[src/spike_cfg_pkg.sv]
package spike_cfg_pkg;

    // clock cycles in one counting window
    localparam int unsigned WINDOW_CYCLES = 64;

    // width of a window count
    localparam int unsigned COUNT_W = 16;

    // record slots in the count FIFO
    localparam int unsigned FIFO_DEPTH = 4;

    // a window at or above this count is a burst
    localparam int unsigned BURST_THRESHOLD = 12;

    // window timer width
    localparam int unsigned TIMER_W = $clog2(WINDOW_CYCLES);

    // FIFO pointer width, at least one bit
    localparam int unsigned PTR_W = (FIFO_DEPTH > 1) ? $clog2(FIFO_DEPTH) : 1;

    // occupancy runs 0..FIFO_DEPTH inclusive
    localparam int unsigned OCC_W = $clog2(FIFO_DEPTH + 1);

endpackage

[src/spike_types_pkg.sv]
package spike_types_pkg;

    // one record per finished window
    // count: rising spike edges seen in the window
    // lost: at least one earlier record was dropped since the last stored one
    typedef struct packed {
        logic [spike_cfg_pkg::COUNT_W-1:0] count;
        logic                              lost;
    } window_rec_t;

endpackage

[src/burst_detector.sv]
`timescale 1ns/1ps

module burst_detector (
    input  logic                               clk,
    input  logic                               reset,
    input  logic                               hold,
    input  spike_types_pkg::window_rec_t       rd_rec,
    input  logic                               empty,
    output logic                               pop,
    output logic                               rate_valid,
    output logic                               burst,
    output logic                               burst_start,
    output logic [spike_cfg_pkg::COUNT_W-1:0]  rate_count,
    output logic                               rate_lost
);

    // high the cycle after a pop while rd_rec is fresh
    logic pop_q;

    logic is_burst;

    // at most one pop every second cycle and none while held
    assign pop = ~empty & ~hold & ~pop_q;

    assign is_burst = (rd_rec.count >=
                       spike_cfg_pkg::COUNT_W'(spike_cfg_pkg::BURST_THRESHOLD));

    always_ff @(posedge clk or posedge reset) begin
        if (reset) begin
            pop_q       <= 1'b0;
            rate_valid  <= 1'b0;
            burst_start <= 1'b0;
            burst       <= 1'b0;
            rate_count  <= '0;
            rate_lost   <= 1'b0;
        end else begin
            pop_q       <= pop;
            rate_valid  <= pop_q;
            burst_start <= 1'b0;
            if (pop_q) begin
                // report the record just loaded by the FIFO
                rate_count  <= rd_rec.count;
                rate_lost   <= rd_rec.lost;
                burst       <= is_burst;
                // burst still holds the flag of the last reported window
                burst_start <= is_burst & ~burst;
            end
        end
    end

endmodule

[src/count_fifo.sv]
`timescale 1ns/1ps

module count_fifo (
    input  logic                         clk,
    input  logic                         reset,
    input  logic                         push,
    input  spike_types_pkg::window_rec_t wr_rec,
    input  logic                         pop,
    output spike_types_pkg::window_rec_t rd_rec,
    output logic                         empty
);

    localparam int unsigned DEPTH = spike_cfg_pkg::FIFO_DEPTH;

    // circular record storage
    spike_types_pkg::window_rec_t mem [DEPTH];

    logic [spike_cfg_pkg::PTR_W-1:0] wr_ptr;
    logic [spike_cfg_pkg::PTR_W-1:0] rd_ptr;
    logic [spike_cfg_pkg::OCC_W-1:0] occ;

    // set by a dropped push, cleared by the next stored one
    logic pending_loss;

    logic full;
    logic accept;
    logic drop;
    logic take;

    assign full   = (occ == spike_cfg_pkg::OCC_W'(DEPTH));
    assign empty  = (occ == '0);
    assign accept = push & ~full;
    assign drop   = push & full;
    // pop is only legal when not empty, guard anyway
    assign take   = pop & ~empty;

    function automatic logic [spike_cfg_pkg::PTR_W-1:0] ptr_next(
        input logic [spike_cfg_pkg::PTR_W-1:0] ptr
    );
        // wrap at the last slot, depth need not be a power of two
        if (ptr == spike_cfg_pkg::PTR_W'(DEPTH - 1)) begin
            return '0;
        end
        return ptr + 1'b1;
    endfunction

    always_ff @(posedge clk or posedge reset) begin
        if (reset) begin
            wr_ptr       <= '0;
            rd_ptr       <= '0;
            occ          <= '0;
            pending_loss <= 1'b0;
        end else begin
            if (accept) begin
                wr_ptr       <= ptr_next(wr_ptr);
                pending_loss <= 1'b0;
            end else if (drop) begin
                pending_loss <= 1'b1;
            end
            if (take) begin
                rd_ptr <= ptr_next(rd_ptr);
            end
            // occupancy tracks accepted writes minus reads
            case ({accept, take})
                2'b10:   occ <= occ + 1'b1;
                2'b01:   occ <= occ - 1'b1;
                default: occ <= occ;
            endcase
        end
    end

    // storage and read register
    always_ff @(posedge clk) begin
        if (accept) begin
            mem[wr_ptr].count <= wr_rec.count;
            mem[wr_ptr].lost  <= wr_rec.lost | pending_loss;
        end
        if (take) begin
            rd_rec <= mem[rd_ptr];
        end
    end

endmodule

[src/spike_rate_monitor.sv]
`timescale 1ns/1ps

module spike_rate_monitor (
    input  logic                              clk,
    input  logic                              reset,
    input  logic                              spike,
    input  logic                              hold,
    output logic                              rate_valid,
    output logic [spike_cfg_pkg::COUNT_W-1:0] rate_count,
    output logic                              rate_lost,
    output logic                              burst,
    output logic                              burst_start
);

    // counter to FIFO
    logic                         push;
    spike_types_pkg::window_rec_t wr_rec;

    // FIFO to detector
    logic                         pop;
    logic                         empty;
    spike_types_pkg::window_rec_t rd_rec;

    // producer, one record per window
    spike_window_counter u_counter (
        .clk    (clk),
        .reset  (reset),
        .spike  (spike),
        .push   (push),
        .wr_rec (wr_rec)
    );

    // buffer, drops on full and marks the loss
    count_fifo u_fifo (
        .clk    (clk),
        .reset  (reset),
        .push   (push),
        .wr_rec (wr_rec),
        .pop    (pop),
        .rd_rec (rd_rec),
        .empty  (empty)
    );

    // consumer, reports counts and burst status
    burst_detector u_detector (
        .clk         (clk),
        .reset       (reset),
        .hold        (hold),
        .rd_rec      (rd_rec),
        .empty       (empty),
        .pop         (pop),
        .rate_valid  (rate_valid),
        .burst       (burst),
        .burst_start (burst_start),
        .rate_count  (rate_count),
        .rate_lost   (rate_lost)
    );

endmodule

[src/spike_window_counter.sv]
`timescale 1ns/1ps

module spike_window_counter (
    input  logic                       clk,
    input  logic                       reset,
    input  logic                       spike,
    output logic                       push,
    output spike_types_pkg::window_rec_t wr_rec
);

    // two-stage synchroniser plus one stage for edge detection
    logic spike_s1;
    logic spike_s2;
    logic spike_prev;
    logic rise;

    // window timer and running edge count
    logic [spike_cfg_pkg::TIMER_W-1:0] timer;
    logic [spike_cfg_pkg::COUNT_W-1:0] edge_cnt;
    logic                              last_cycle;

    always_ff @(posedge clk or posedge reset) begin
        if (reset) begin
            spike_s1   <= 1'b0;
            spike_s2   <= 1'b0;
            spike_prev <= 1'b0;
        end else begin
            spike_s1   <= spike;
            spike_s2   <= spike_s1;
            spike_prev <= spike_s2;
        end
    end

    // high for one cycle per rising edge of the synchronised spike
    assign rise = spike_s2 & ~spike_prev;

    // final cycle of the current window
    assign last_cycle = (timer == spike_cfg_pkg::TIMER_W'(spike_cfg_pkg::WINDOW_CYCLES - 1));

    always_ff @(posedge clk or posedge reset) begin
        if (reset) begin
            timer    <= '0;
            edge_cnt <= '0;
            push     <= 1'b0;
        end else begin
            push <= last_cycle;
            if (last_cycle) begin
                // wrap; the edge of this cycle closes out with the old window
                timer    <= '0;
                edge_cnt <= '0;
            end else begin
                timer    <= timer + 1'b1;
                edge_cnt <= edge_cnt + spike_cfg_pkg::COUNT_W'(rise);
            end
        end
    end

    // closing count, including an edge found in the last cycle
    // only sampled together with push
    always_ff @(posedge clk) begin
        if (last_cycle) begin
            wr_rec.count <= edge_cnt + spike_cfg_pkg::COUNT_W'(rise);
            // loss marking belongs to the FIFO
            wr_rec.lost  <= 1'b0;
        end
    end

endmodule

[config.mk]
export PLATFORM = sky130hd
export DESIGN_NAME = spike_rate_monitor
export DESIGN_NICKNAME = d
export VERILOG_FILES = /design/src/spike_cfg_pkg.sv /design/src/spike_types_pkg.sv /design/src/burst_detector.sv /design/src/count_fifo.sv /design/src/spike_rate_monitor.sv /design/src/spike_window_counter.sv
export SDC_FILE = /design/constraint.sdc
export NUM_CORES = 1
export LEC_CHECK = 0
export BUFFER_PORTS_ARGS = -buffer_cell sky130_fd_sc_hd__buf_4
export CAP_MARGIN = 25
export CELL_PAD_IN_SITES_DETAIL_PLACEMENT = 1
export CELL_PAD_IN_SITES_GLOBAL_PLACEMENT = 1
export CORE_MARGIN = 2
export CORE_UTILIZATION = 53
export CTS_CLUSTER_DIAMETER = 100
export DETAILED_ROUTE_END_ITERATION = 10
export GPL_ROUTABILITY_DRIVEN = 0
export HOLD_SLACK_MARGIN = 0.03
export PLACE_DENSITY_LB_ADDON = 0.1
export SLEW_MARGIN = 10
export SYNTH_ARGS = -nofsm -noshare
export SYNTH_HDL_FRONTEND = slang
export SYNTH_SLANG_ARGS = --single-unit
[constraint.sdc]
create_clock -name clk -period 3.8 [get_ports clk]
set_clock_uncertainty 0.1 [all_clocks]
set_input_delay 0 -clock clk [delete_from_list [all_inputs] [get_ports clk]]
set_output_delay 0 -clock clk [all_outputs]
set_load 0.1 [all_outputs]
==> summary.md <==
| Metric | Value |
|---|---|
| Outcome | completed |
| Worst EP arrival | about 2.9 ns |
| Largest net degree at the start of global routing | between 50 and 60 |
| GRT Util Overall | 18.57% |
| Final setup fails | 0 |
| Vias in the first global route | around 3200 |
| Drt wl/cell | roughly 20 um |
| PostCTS Resize Cnt | 0 |
| Slew Limit Fails | 0 |
| First-pass GRT wire length | between 15000 and 20000 um |
| TritonCTS clock tree | built |
| P&R area growth vs syn | 15.41% |
| Die area | approximately 12000 sq um |
| Fill cell count | roughly 960 |
| Hold Violations, Final | 0 |
| Postcts setup bufs | 0 |
| # H-tree levels | 4 |
| Final cycle utilization of the critical path | between 60% and 70% |
| Bufs on Longest Clock Path | 2 |
| Clock transition at the registers of the reported paths | approximately 0.060 ns |
| Row count | 38 |
| RSZ-0062 raised after global routing | no |
| Min Hold Slack | between 0.1 and 0.15 ns |
| Sequential fraction of the synthesis area | between 70% and 80% |
| I/O pins | 24 |
| PD cells | between 600 and 700 nW/um^2 |
| Post-route DRC | 0 |
| Drt via density | ~5.5 |
| Post-Synth Simple-Gate Area | 6.877% |
| Clk_lat worst skew | slightly above 0.4 ns |
| Synth warnings | 0 |
| CTS buffer count | 17 |
| Proportion of synthesized area in mux cells | approximately 11% |
| CP Launch Type | register |
| Min-Delay Path Depth | 2 |
| Max Clk Rate | about 380 MHz |
| Post-synthesis adder-cell area fraction | 2.196% |
| Sum of negative setup slack | 0 ns |
| Critical Path Sink Type | register |
| Diode count | 0 |
| Most frequent cells in the layout | edfxtp_1 (101), dfrtp_1 (55), buf_4 (28) |
| Most common cell after layout, fill and taps aside | edfxtp_1 |
| Met1 global-route usage | 21.53% |
| Post-DP HPWL | between 6000 and 7000 um |
| Synthesized area | 6041 sq um |
| DRT Pass-1 Iters | 4 |
| CP Class | register to register |
| Input/output buffers | 23 |
| Global Route met3 Usage | under 10% |
| Die Span Y | between 100 and 150 um |
| Synth cell types | 41 |
| Top fanout value on the critical path | 23 |
| GRT busiest layer | met2 |
| Starting Density | 55.00% |
| Synth Instances | roughly 340 |
| Core ar. | between 10000 and 15000 sq um |
| Gr ovfl total | 0 |
| Via count | ~2900 |
| # Max-Cap Violations | 0 |
| Post-Syn Nets | 349 |
| P_leak | ~2.4 nW |
| Worst slew pin tran | between 0.9 and 1 ns |
| Root Driver | clkbuf_16 |
| Flops & latches, synth | 156 |
| Initial antenna violation count | 0 |
| Iteration-0 DRC Markers | roughly 150 |
| Compound-Gate Fraction of Synth Area | just over 3% |
| Nets@finish | roughly 390 |
| CTS Sinks | 156 |
| Synth Area in XOR/XNOR | roughly 2.0% |
| HP Class | primary input to register |
| Worst relative slew slack | between 30% and 40% |
| Main combinational cell family by area after synthesis | multiplexers |
| Syn Area/Cell | approximately 18 sq um |
| Die X-Extent | between 100 and 150 um |
| Share of cells above drive strength 1 | a little over a quarter |
| Critical Path RT | 4.04 ns |
| VDD IR max | 0.5076 mV |
| Routed Antenna Nets | 0 |
| R2r worst-path depth | 8 |
| Fin crit period | ~2.6 ns |
| Drt total wl | around 10000 um |
| GR Util met2 | between 30% and 40% |
path summary, 6_finish.rpt:
kind                                              start                                    to  slack (ns)
max in group asynchronous                         reset  u_detector.rate_count[3]$_DFFE_PP0P_        2.86
min in group asynchronous                         reset          u_counter.timer[3]$_DFF_PP0_        0.25
max                          u_detector.pop_q$_DFF_PP0_             u_fifo.occ[2]$_DFFE_PP0P_        1.15
min reg2reg                u_counter.spike_s1$_DFF_PP0_          u_counter.spike_s2$_DFF_PP0_        0.25
min                                               spike          u_counter.spike_s1$_DFF_PP0_        0.13
max reg2reg                  u_detector.pop_q$_DFF_PP0_             u_fifo.occ[2]$_DFFE_PP0P_        1.15
what timing repair did:
item	in CTS	in global routing
hold buffers	3	0
hold endpoints to repair	74	0
setup endpoints to repair	0	0
through the flow:
stage	power, mW	std cells	worst slack (ns)	instance area [sq um]	utilization, %
3_5_place_dp	3.171	492	1.227	6371	58.01
3_3_place_gp	3.132	492	1.332	6371	58.01
5_1_grt	4.970	527	0.9313	6972	63.48
2_1_floorplan	2.945	335	0.5904	6041	-
4_1_cts	4.842	527	1.129	6972	63.48
6_report	4.788	527	1.152	6972	63.48
flip-flops by register name (all words and copies together), names as in the netlist, 2 cells and up:
register,cells
u_fifo.occ,3
u_fifo.wr_ptr,2
u_fifo.rd_ptr,2
u_counter.edge_cnt,16
u_fifo.rd_rec,17
u_detector.rate_count,16
u_counter.wr_rec,16
u_counter.timer,6
u_fifo.mem,68
cell type report:
| class | count | area (sq um) | area share (%) |
|---|---|---|---|
| Sequential cell | 156 | 4409 | 63.24 |
| Multi-Input combinational cell | 159 | 1543 | 22.13 |
| Clock buffer | 22 | 444.2 | 6.371 |
| Timing Repair Buffer | 31 | 240.2 | 3.446 |
| Tap cell | 140 | 175.2 | 2.513 |
| Clock inverter | 10 | 126.4 | 1.813 |
| Inverter | 9 | 33.78 | 0.4846 |
logic make-up (layout without fill, tap and decap cells):
kind of cell,count (synthesis),count (layout)
compound gates,30,30
flops,156,156
simple gates,61,61
xor+xnor,14,14
buf+inv,20,72
fa+ha+maj,10,10
mux,44,44
where the power goes:
group | total, mW | internal, mW | switching, mW
clock | 1.63 | 1.02 | 0.607
sequential | 2.18 | 1.97 | 0.205
combinational | 0.980 | 0.340 | 0.640
per-layer routing:
metal / part of all wire (%) / vias up
met2: 52 / 44
met3: 3.0 / 14
met1: 43 / 1495
li1: - / 1352
met4: 2.0 / 0
met5: 0 / -
synth_stat cells:
cell type	n	area share, %
o21bai_1	5	0.62
nand3_4	1	0.29
ha_1	9	1.9
buf_2	2	0.17
mux4_2	17	6.3
fa_1	1	0.33
o21ai_1	1	0.083
nor3b_1	1	0.12
nand4_1	3	0.31
clkbuf_1	3	0.19
inv_1	9	0.56
buf_1	3	0.19
o21a_1	3	0.37
or4_1	1	0.12
mux2i_1	6	0.99
o21ai_0	8	0.66
a21oi_1	7	0.58
buf_6	2	0.37
nor2b_1	4	0.41
nor4_1	3	0.31
nand4_2	1	0.21
xor2_1	10	1.4
a21oi_2	1	0.15
buf_4	1	0.12
o31ai_1	4	0.50
or4_4	2	0.37
a31oi_1	1	0.10
or3_1	3	0.31
nand3_2	1	0.17
edfxtp_1	101	50
and2_1	4	0.41
mux2_2	21	3.9
nor3_2	1	0.17
dfrtp_1	55	23
nor3_1	3	0.25
nor2_1	9	0.56
xnor2_1	4	0.58
nand2_1	13	0.81
nor4_4	4	1.4
and4_1	1	0.15
nand3_1	6	0.50
critical path, stage by stage, from the launching register on:
cell and delay [ns]:
dfrtp_1 0.71, nor3_2 0.32, buf_4 0.31, ha_1 0.24, inv_1 0.06, fa_1 0.39, xor2_1 0.17, nor2_1 0.12
xor2_1 0.15
Power figures use the tool's default switching activity.
